### src/logic/hub75_macros.svh
`ifndef HUB75_MACROS_SVH
`define HUB75_MACROS_SVH

// panel geometry
`define HUB75_NUM_COLS    64  // pixels per half-column, shifted once per plane
`define HUB75_SCAN_RATE   32  // scan addresses on the panel

// colour depth, bits per channel = number of bcm planes
`define HUB75_PLANES      3

// hold of plane 0 in clk_in cycles, plane p holds base << p
`define HUB75_BASE_PERIOD 10

// derived widths
`define HUB75_ADDR_W  $clog2(`HUB75_SCAN_RATE)
`define HUB75_PIX_W   $clog2(`HUB75_NUM_COLS)
`define HUB75_PLANE_W $clog2(`HUB75_PLANES)
`define HUB75_RGB_W   (3 * `HUB75_PLANES)

// longest hold, plane PLANES-1
`define HUB75_HOLD_MAX (`HUB75_BASE_PERIOD << (`HUB75_PLANES - 1))
`define HUB75_HOLD_W   $clog2(`HUB75_HOLD_MAX)

`endif
### src/logic/pov_panel_pkg.sv
`include "hub75_macros.svh"

package pov_panel_pkg;

   // one pixel, red 2:0, green 5:3, blue 8:6
   // lsb of each channel is plane 0
   typedef logic [`HUB75_RGB_W-1:0] pixel_t;

   // scan controller states, one pass per bit plane
   typedef enum logic [1:0] {
      scan_idle  = 2'd0,  // waiting on tvalid
      scan_shift = 2'd1,  // clocking 64 pixels into the panel
      scan_latch = 2'd2,  // one-cycle latch pulse
      scan_hold  = 2'd3   // leds lit for the weighted period
   } scan_state_t;

endpackage

### src/logic/hub75_driver.sv
`timescale 1ns/1ps
`include "hub75_macros.svh"

module hub75_driver (
   input  logic                                        clk_in,
   input  logic                                        rst_in,
   // column stream in
   input  logic                                        tvalid,
   output logic                                        tready,
   input  pov_panel_pkg::pixel_t [`HUB75_NUM_COLS-1:0] upper_column,
   input  pov_panel_pkg::pixel_t [`HUB75_NUM_COLS-1:0] lower_column,
   input  logic [`HUB75_ADDR_W-1:0]                    address_data,
   // panel pins
   output logic [2:0]                                  rgb0,
   output logic [2:0]                                  rgb1,
   output logic                                        led_clk,
   output logic                                        led_latch,
   output logic                                        led_output_enable,
   output logic [`HUB75_ADDR_W-1:0]                    hub75_address
);

   logic                      load;         // capture strobe
   logic [`HUB75_PIX_W-1:0]   pixel_index;
   logic [`HUB75_PLANE_W-1:0] plane;
   logic                      hold_start;
   logic                      hold_done;

   // sequencing, handshake and panel control lines
   hub75_scan_ctrl hub75_scan_ctrl_i (
      .clk_in            (clk_in),
      .rst_in            (rst_in),
      .tvalid            (tvalid),
      .address_data      (address_data),
      .hold_done         (hold_done),
      .tready            (tready),
      .load              (load),
      .pixel_index       (pixel_index),
      .plane             (plane),
      .hold_start        (hold_start),
      .led_clk           (led_clk),
      .led_latch         (led_latch),
      .led_output_enable (led_output_enable),
      .hub75_address     (hub75_address)
   );

   // both halves, plane bit select
   column_buffer column_buffer_i (
      .clk_in       (clk_in),
      .rst_in       (rst_in),
      .load         (load),
      .upper_column (upper_column),
      .lower_column (lower_column),
      .pixel_index  (pixel_index),
      .plane        (plane),
      .rgb0         (rgb0),
      .rgb1         (rgb1)
   );

   // weighted hold
   bcm_timer bcm_timer_i (
      .clk_in (clk_in),
      .rst_in (rst_in),
      .start  (hold_start),
      .plane  (plane),
      .done   (hold_done)
   );

endmodule

### src/logic/hub75_scan_ctrl.sv
`timescale 1ns/1ps
`include "hub75_macros.svh"

module hub75_scan_ctrl (
   input  logic                      clk_in,
   input  logic                      rst_in,
   input  logic                      tvalid,
   input  logic [`HUB75_ADDR_W-1:0]  address_data,
   input  logic                      hold_done,
   output logic                      tready,
   output logic                      load,
   output logic [`HUB75_PIX_W-1:0]   pixel_index,
   output logic [`HUB75_PLANE_W-1:0] plane,
   output logic                      hold_start,
   output logic                      led_clk,
   output logic                      led_latch,
   output logic                      led_output_enable,
   output logic [`HUB75_ADDR_W-1:0]  hub75_address
);

   localparam int PIX_W   = `HUB75_PIX_W;
   localparam int PLANE_W = `HUB75_PLANE_W;

   localparam logic [PIX_W-1:0]   LAST_PIX   = PIX_W'(`HUB75_NUM_COLS - 1);
   localparam logic [PLANE_W-1:0] LAST_PLANE = PLANE_W'(`HUB75_PLANES - 1);

   pov_panel_pkg::scan_state_t state;

   logic shift_mask;  // registered, gates the panel clock
   logic last_pix;
   logic last_plane;

   // handshake, ready only while idle
   assign tready = (state == pov_panel_pkg::scan_idle);
   assign load   = tvalid && tready;

   assign last_pix   = (pixel_index == LAST_PIX);
   assign last_plane = (plane == LAST_PLANE);

   // timer kicks off as the latch cycle ends
   assign hold_start = (state == pov_panel_pkg::scan_latch);

   // inverted clk so the panel sees a rising edge mid-cycle,
   // data from the buffer is settled by then
   assign led_clk = ~clk_in & shift_mask;

   always_ff @(posedge clk_in) begin
      if (rst_in) begin
         state             <= pov_panel_pkg::scan_idle;
         pixel_index       <= '0;
         plane             <= '0;
         shift_mask        <= 1'b0;
         led_latch         <= 1'b0;
         led_output_enable <= 1'b0;
         hub75_address     <= '0;
      end else begin
         case (state)
            pov_panel_pkg::scan_idle: begin
               if (load) begin
                  state         <= pov_panel_pkg::scan_shift;
                  hub75_address <= address_data;  // held for the whole column
                  pixel_index   <= '0;
                  plane         <= '0;
                  shift_mask    <= 1'b1;  // plane 0 shift starts next cycle
               end
            end

            pov_panel_pkg::scan_shift: begin
               if (last_pix) begin
                  state       <= pov_panel_pkg::scan_latch;
                  pixel_index <= '0;
                  shift_mask  <= 1'b0;  // stop panel clock
                  led_latch   <= 1'b1;
               end else begin
                  pixel_index <= pixel_index + 1'b1;
               end
            end

            pov_panel_pkg::scan_latch: begin
               state             <= pov_panel_pkg::scan_hold;
               led_latch         <= 1'b0;
               led_output_enable <= 1'b1;  // lit through the weighted hold
            end

            pov_panel_pkg::scan_hold: begin
               if (hold_done) begin
                  led_output_enable <= 1'b0;
                  if (last_plane) begin
                     state <= pov_panel_pkg::scan_idle;  // column finished
                  end else begin
                     state      <= pov_panel_pkg::scan_shift;
                     plane      <= plane + 1'b1;
                     shift_mask <= 1'b1;  // next plane, same column
                  end
               end
            end

            default: begin
               state <= pov_panel_pkg::scan_idle;
            end
         endcase
      end
   end

endmodule

### src/logic/bcm_timer.sv
`timescale 1ns/1ps
`include "hub75_macros.svh"

module bcm_timer (
   input  logic                      clk_in,
   input  logic                      rst_in,
   input  logic                      start,
   input  logic [`HUB75_PLANE_W-1:0] plane,
   output logic                      done
);

   localparam int HOLD_W = `HUB75_HOLD_W;

   logic [HOLD_W-1:0] hold_len;  // binary weight, base << plane
   logic [HOLD_W-1:0] count;     // cycles left after the current one
   logic              active;

   assign hold_len = HOLD_W'(`HUB75_BASE_PERIOD) << plane;

   always_ff @(posedge clk_in) begin
      if (rst_in) begin
         count  <= '0;
         active <= 1'b0;
      end else if (start) begin
         count  <= hold_len - 1'b1;  // first hold cycle follows this edge
         active <= 1'b1;
      end else if (active) begin
         if (count == '0)
            active <= 1'b0;  // back to idle until the next plane
         else
            count <= count - 1'b1;
      end
   end

   // high in the last hold cycle only
   assign done = active && (count == '0);

endmodule

### src/logic/column_buffer.sv
`timescale 1ns/1ps
`include "hub75_macros.svh"

module column_buffer (
   input  logic                                            clk_in,
   input  logic                                            rst_in,
   input  logic                                            load,
   input  pov_panel_pkg::pixel_t [`HUB75_NUM_COLS-1:0]     upper_column,
   input  pov_panel_pkg::pixel_t [`HUB75_NUM_COLS-1:0]     lower_column,
   input  logic [`HUB75_PIX_W-1:0]                         pixel_index,
   input  logic [`HUB75_PLANE_W-1:0]                       plane,
   output logic [2:0]                                      rgb0,
   output logic [2:0]                                      rgb1
);

   // stored halves, held for all three planes
   pov_panel_pkg::pixel_t [`HUB75_NUM_COLS-1:0] upper_q;
   pov_panel_pkg::pixel_t [`HUB75_NUM_COLS-1:0] lower_q;

   pov_panel_pkg::pixel_t upper_pix;  // addressed pixel, top half
   pov_panel_pkg::pixel_t lower_pix;  // addressed pixel, bottom half

   always_ff @(posedge clk_in) begin
      if (rst_in) begin
         upper_q <= '0;
         lower_q <= '0;
      end else if (load) begin  // one-cycle strobe from the controller
         upper_q <= upper_column;
         lower_q <= lower_column;
      end
   end

   // pixel mux
   assign upper_pix = upper_q[pixel_index];
   assign lower_pix = lower_q[pixel_index];

   // per colour c take bit 3c + plane
   // rgb bit 0 red, 1 green, 2 blue
   always_comb begin
      rgb0 = '0;
      rgb1 = '0;
      for (int c = 0; c < 3; c++) begin
         rgb0[c] = upper_pix[c * `HUB75_PLANES + int'(plane)];
         rgb1[c] = lower_pix[c * `HUB75_PLANES + int'(plane)];
      end
   end

endmodule

### config.mk
export PLATFORM = sky130hd
export DESIGN_NAME = hub75_driver
export DESIGN_NICKNAME = d
export VERILOG_FILES = /design/src/logic/pov_panel_pkg.sv /design/src/logic/hub75_driver.sv /design/src/logic/hub75_scan_ctrl.sv /design/src/logic/bcm_timer.sv /design/src/logic/column_buffer.sv
export VERILOG_INCLUDE_DIRS = /design/src /design/src/logic
export SDC_FILE = /design/constraint.sdc
export NUM_CORES = 2
export LEC_CHECK = 0
export ABC_CLOCK_PERIOD_IN_PS = 3500
export BUFFER_PORTS_ARGS = -buffer_cell sky130_fd_sc_hd__buf_2
export CELL_PAD_IN_SITES_DETAIL_PLACEMENT = 0
export CELL_PAD_IN_SITES_GLOBAL_PLACEMENT = 1
export CORE_AREA = 2 2 455 457
export DETAILED_ROUTE_END_ITERATION = 7
export DIE_AREA = 0 0 457 459
export GPL_TIMING_DRIVEN = 1
export MAX_ROUTING_LAYER = met4
export PLACE_DENSITY_LB_ADDON = 0.05
export SYNTH_ARGS = -nofsm -noshare
export SYNTH_HDL_FRONTEND = slang
export SYNTH_SLANG_ARGS = --single-unit
### constraint.sdc
create_clock -name clk_in -period 3.5 [get_ports clk_in]
set_input_delay 0.525 -clock clk_in [delete_from_list [all_inputs] [get_ports clk_in]]
set_output_delay 0.525 -clock clk_in [all_outputs]
set_load 0.1 [all_outputs]
**Word level (Yosys, flattened, before mapping)**

Index checks and enable logic that the tools add are counted.

- Register bits: 1177
- Latch bits: 0
- Bits in writable memories: 0
- Bits in read-only memories: 0
- Output and inout port bits: 15
- Memories kept: 0

- Add/sub/neg operators: 6
- $mul: 0
- Div/mod/pow operators: 0
- Order comparisons: 4
- Eq/ne operators: 10
- Shift operators: 1
- Muxes and demuxes: 47
- Bitwise gates (word level): 2
- Reduce and logical (&&, ||, !) cells: 18

Operators by type and width:

| operator | count |
|---|---|
| binary-select mux 9 bit (select 6 bit) | 2 |
| less-than comparator 32 x 6 -> 1 bit (second input constant) | 2 |
| two-way mux 6 bit | 5 |
| two-way mux 1 bit | 20 |
| two-way mux 9 bit | 2 |
| binary-select mux 1 bit (select 4 bit) | 4 |
| two-way mux 2 bit | 6 |
| case mux 6 bit (2 select lines) | 1 |
| subtractor 6 x 1 -> 6 bit (second input constant) | 2 |
| AND reduction 2 bit | 5 |
| nonzero test 2 bit | 5 |
| != test 2 x 1 -> 1 bit (second input constant) | 4 |
| case mux 2 bit (4 select lines) | 1 |
| less-than comparator 6 x 7 -> 1 bit (second input constant) | 1 |
| adder 6 x 1 -> 6 bit (second input constant) | 1 |
| equality test 2 bit (second input constant) | 3 |
| equality test 6 bit (second input constant) | 1 |
| zero test 6 bit | 1 |
| << shifter 4 x 2 -> 6 bit (first input constant) | 1 |
| less-than comparator 2 x 5 -> 1 bit (second input constant) | 1 |
| AND reduction 5 bit | 1 |
| adder 3 x 2 -> 4 bit (first input constant) | 1 |
| binary-select mux 1 bit (select 2 bit) | 2 |
| case mux 1 bit (2 select lines) | 2 |
| other kinds (13) | 14 |

**Logic depth before layout (Yosys ltp)**

- Depth in word-level cells: 5
- Gate-level depth with buffers: 13
- Depth with buffers taken out: 9

**Hierarchy**

A second synthesis with hierarchy kept.

- Cell total of the unflattened synthesis: 4593
- Area, all modules: 50785.0 um^2

Modules (own cells, without submodules):

| module | instances | cells an instance | area each (um^2) | seq. area each (um^2) |
|---|---|---|---|---|
| column_buffer | 1 | 4434 | 49458.7 | 23062.1 |
| hub75_scan_ctrl | 1 | 111 | 919.6 | 360.3 |
| bcm_timer | 1 | 48 | 406.6 | 140.1 |

==> reports/metrics.sh <==
TOP_LEVEL_PORTS=1175
CRIT_PATH_MAX_INCR_DELAY_PS=480
FIRST_GLOBAL_VIAS=53300
GLOBAL_ROUTE.USAGE.MET3_PCT=3.06
RSZ_0062_RAISED_AFTER_GLOBAL_ROUTING='true'
RELSLEWSLACK_PCT=34.2
CRIT_ARRIVAL_PS=3940
YS_ASYNC_SR_FRACTION_PCT=0
DRCVIOLATIONCOUNT=0
DIE_W_UM=457
FP-ROW-COUNT=167
DRTANTENNAVIOLNETS=0
DP_CELLS=9636
SYN-MEAN-INSTANCE-AREA_UM2=8.36
ENDPOINT_KIND='output pin'
GRTUSAGEMET1_PCT=33.3
NETS_IN_THE_SYNTHESIZED_NETLIST=7145
SYNTH_EDF_COUNT=0
HOLD_CLASS='input pin to register'
HOLDWS_PS=45.1
P_PER_AREA_nW_PER_UM2=653
CP_COMMON_CELL='sky130_fd_sc_hd__buf_12'
CTS_TREE='built'
POWER_FRAC_CLOCK_PCT=31.2
YOSYS_WARNINGS=0
GRT_START_MAX_NET_PINS=160
INITIAL_UTILIZATION_PCT=24.3
FP.DIEH_UM=459
NETSWITCHINGFRACTION_PCT=36.4
POWER.INTERNAL_uW=32300
NUMBER_OF_ITERATIONS_IN_THE_FIRST_DETAILED_ROUTING_PASS=6
SHORTEST_CLOCK_PERIOD_THE_WORST_PATH_ALLOWS_AFTER_LAYOUT_PS=4460
POWER.SEQUENTIAL.FRACTION_PCT=35.3
CORE_REGION_AREA_UM2=206000
SYNTH_LARGEST_AREA_CELL='sky130_fd_sc_hd__dfxtp_1'
LEAKAGEPOWER_uW=0.0304
TIMING_WORST_SLEW_PIN_VALUE_PS=984
SYNTH_AREA_UM2=50000
POWER.SHARE.COMBINATIONAL_PCT=33.5
INSTANCE_COUNT_OF_THE_MAPPED_NETLIST=5975
FMAX_MHz=224
CRITPATHSLOWESTCELL='sky130_fd_sc_hd__nor4_4'
GR-USAGE-MET2_PCT=44.3
FINAL.SETUP_SKEW_PS=22.4
DRV_SLEW=0
PORT_BUFFERS=1174
MOSTFREQUENTLAYOUTCELL='sky130_fd_sc_hd__nand2_1'
COMMONEST_REGISTER_CELL_AFTER_SYNTHESIS='sky130_fd_sc_hd__dfxtp_1'
NET-SWITCHING-POWER_uW=18500
WIRE_PER_INST_UM=25.1
FILLCELLCOUNT=21400
NETLIST-CELL-TYPE-COUNT=64
SYNTHTOPCELLSBYAREA='sky130_fd_sc_hd__dfxtp_1, sky130_fd_sc_hd__nand2_1, sky130_fd_sc_hd__a21oi_1'
AREA.GROWTH.SYNTH_TO_FINAL_PCT=55.7
GLOBALPLACE.CONGESTION=0.843
SETUP_VIOLATIONS=6
MOST_USED_CELLS_IN_THE_LAYOUT_EXCLUDING_FILL_AND_TAP_CELLS='sky130_fd_sc_hd__nand2_1, sky130_fd_sc_hd__a21oi_1, sky130_fd_sc_hd__dfxtp_1'
CRIT_FANOUT=8
POST_LAYOUT_NONFILLER_INSTANCES=11100
SYNTH_TOP_CELL_AREA_SHARE_PCT=47.2
SYNTH-SEQ-CELLS=1177
STATUS='finished, violations left'
SETUP.WORST_PATH.CLASS='register to output pin'
MAX_CAP_VIOL_COUNT=0
FIRST_PASS_GRT_WIRE_LENGTH_MM=388
NUMBER_OF_ANTENNA_VIOLATIONS_AT_THE_FIRST_CHECK_IN_GLOBAL_ROUTING=22
WIRELENGTH_MM=278
HPWLAFTERDP_MM=211
FLOORPLAN.DIE_AREA_UM2=210000
LAYOUT-DRIVE-GT1-SHARE_PCT=24.6
DETAILROUTE.VIA_COUNT=52100
BUSIEST_METAL_LAYER_AFTER_GLOBAL_ROUTING='met2'
ITERATION_0_DRC_MARKERS=3286
CP_DATA_REQUIRED_TIME_PS=2970
WORST_SLACK_PS=-964
GRTUSAGETOTAL_PCT=26.4
FINAL_NETS=9415
FINAL-HOLD-VIOLATION-COUNT=0
LAYOUT.AREA.SEQ_UM2=23600
UTILIZATION_PCT=37.8
CLK-INSERTION-DELAY-LATE_PS=900
FINAL_CELL_AREA_UM2=77800
VIOLATIONS='setup timing'
START_KIND='register'
SYNTH_SEQUENTIAL_AREA_RATIO_PCT=47.2
VDD.IR_DROP.WORST_V=0.000527
PLACE_AREA_UM2=60400
FIN_CRIT_SHARE_PCT=128
GRT_OVERFLOW_TOTAL=0
PRE_CTS_SLACK_PS=-693
MULTI_INPUT_AREA_UM2=24700
REGTOREGSETUPSLACK_PS=920
CLK_PIN_SLEW_WORST_PATHS_PS=60
VIAS_PER_CELL=4.70
CP_CELL_INSTANCES='buf_12 > or3b_4 > buf_12 > buf_16 > o221ai_1 > a21oi_1 > a22o_2 > o22ai_1 > nor3_1 > buf_4 > nor4_4 > buf_12'
[layout make-up]
class	count	share of cell area (%)
antenna	18	0.0579
clock buffer	233	5.92
clock inverter	32	0.470
inverter	10	0.0499
multi-input combinational	4285	31.7
sequential	1177	30.3
tap	2704	4.35
timing repair buffer	2619	27.1
[power groups by stage]
stage                     Combinational (uW)  Clock (uW)  Sequential (uW)
after global placement                 15600        52.6            18200
after global routing                   18500       16800            18200
after floorplan                         9370        48.1            17400
after detailed placement               15700        52.6            18200
final                                  17000       15900            17900
after CTS                              17100       16300            17900
[cell usage after synthesis (16+ instances only)]
| library cell | number |
|---|---|
| sky130_fd_sc_hd__nand3_1 | 16 |
| sky130_fd_sc_hd__o22ai_1 | 27 |
| sky130_fd_sc_hd__a21oi_1 | 1191 |
| sky130_fd_sc_hd__nor3_1 | 17 |
| sky130_fd_sc_hd__mux4_2 | 239 |
| sky130_fd_sc_hd__a22o_1 | 17 |
| sky130_fd_sc_hd__dfxtp_1 | 1177 |
| sky130_fd_sc_hd__buf_4 | 24 |
| sky130_fd_sc_hd__a22oi_1 | 32 |
| sky130_fd_sc_hd__o21ai_0 | 24 |
| sky130_fd_sc_hd__buf_6 | 19 |
| sky130_fd_sc_hd__mux2i_1 | 143 |
| sky130_fd_sc_hd__clkbuf_1 | 390 |
| sky130_fd_sc_hd__buf_2 | 41 |
| sky130_fd_sc_hd__nor2_1 | 48 |
| sky130_fd_sc_hd__o221ai_1 | 26 |
| sky130_fd_sc_hd__nand2_1 | 2354 |
| sky130_fd_sc_hd__buf_1 | 25 |
[state kept, by name (all words and copies together), names as in the netlist]
register,count
hub75_scan_ctrl_i.hub75_address,5
column_buffer_i.lower_q,576
hub75_scan_ctrl_i.plane,2
column_buffer_i.upper_q,576
hub75_scan_ctrl_i.led_latch,1
hub75_scan_ctrl_i.pixel_index,6
hub75_scan_ctrl_i.state,2
bcm_timer_i.count,6
hub75_scan_ctrl_i.led_output_enable,1
bcm_timer_i.active,1
hub75_scan_ctrl_i.shift_mask,1
[through the flow]
| stage | power, uW | TNS (ps) |
|---|---|---|
| 2_1_floorplan | 26800 | -59.9 |
| 5_1_grt | 53500 | -5790 |
| 3_5_place_dp | 33900 | -2250 |
| 3_3_place_gp | 33900 | -2150 |
| 6_report | 50800 | -4990 |
| 4_1_cts | 51400 | -5960 |
[cell families after synthesis]
kind of cell | synth area share, %
xor+xnor | 0.175
mux | 13.8
compound gates | 15.0
fa+ha+maj | 0.250
simple gates | 19.1
flops | 47.2
buf+inv | 4.53
[path summary, 6_finish.rpt]
| kind | cells after the start | endpoint | startpoint |
|---|---|---|---|
| max | 12 | rgb0[1] | hub75_scan_ctrl_i.pixel_index[0] |
| max reg2reg | 9 | bcm_timer_i.count[4] | hub75_scan_ctrl_i.state[0] |
| min reg2reg | 2 | column_buffer_i.upper_q[55] | column_buffer_i.upper_q[55] |
| min | 2 | column_buffer_i.upper_q[404] | rst_in |
[critical path, delay by kind of cell (launching register included)]
kind                   cells  cell delay (ps)
flip-flops                 1              380
AO/OA/AOI/OAI              4              770
AND/OR/NAND/NOR            3              980
buffers and inverters      5              860
[layer usage]
metal | vias to the layer above | share of wire, %
met5 | - | 0
met4 | 0 | 2.9
met3 | 289 | 3.7
met2 | 1390 | 49
met1 | 25600 | 44
li1 | 24800 | -
[repair_timing]
item | 4_1_cts | 5_1_grt
hold endpoints to repair | 1134 | 0
resized for setup | 84 | 48
cloned | 5 | 1
pin swaps | 8 | 16
setup buffers | 17 | 8
hold buffers | 1134 | 0
setup endpoints to repair | 6 | 6
(Power assumes the default switching activity.)
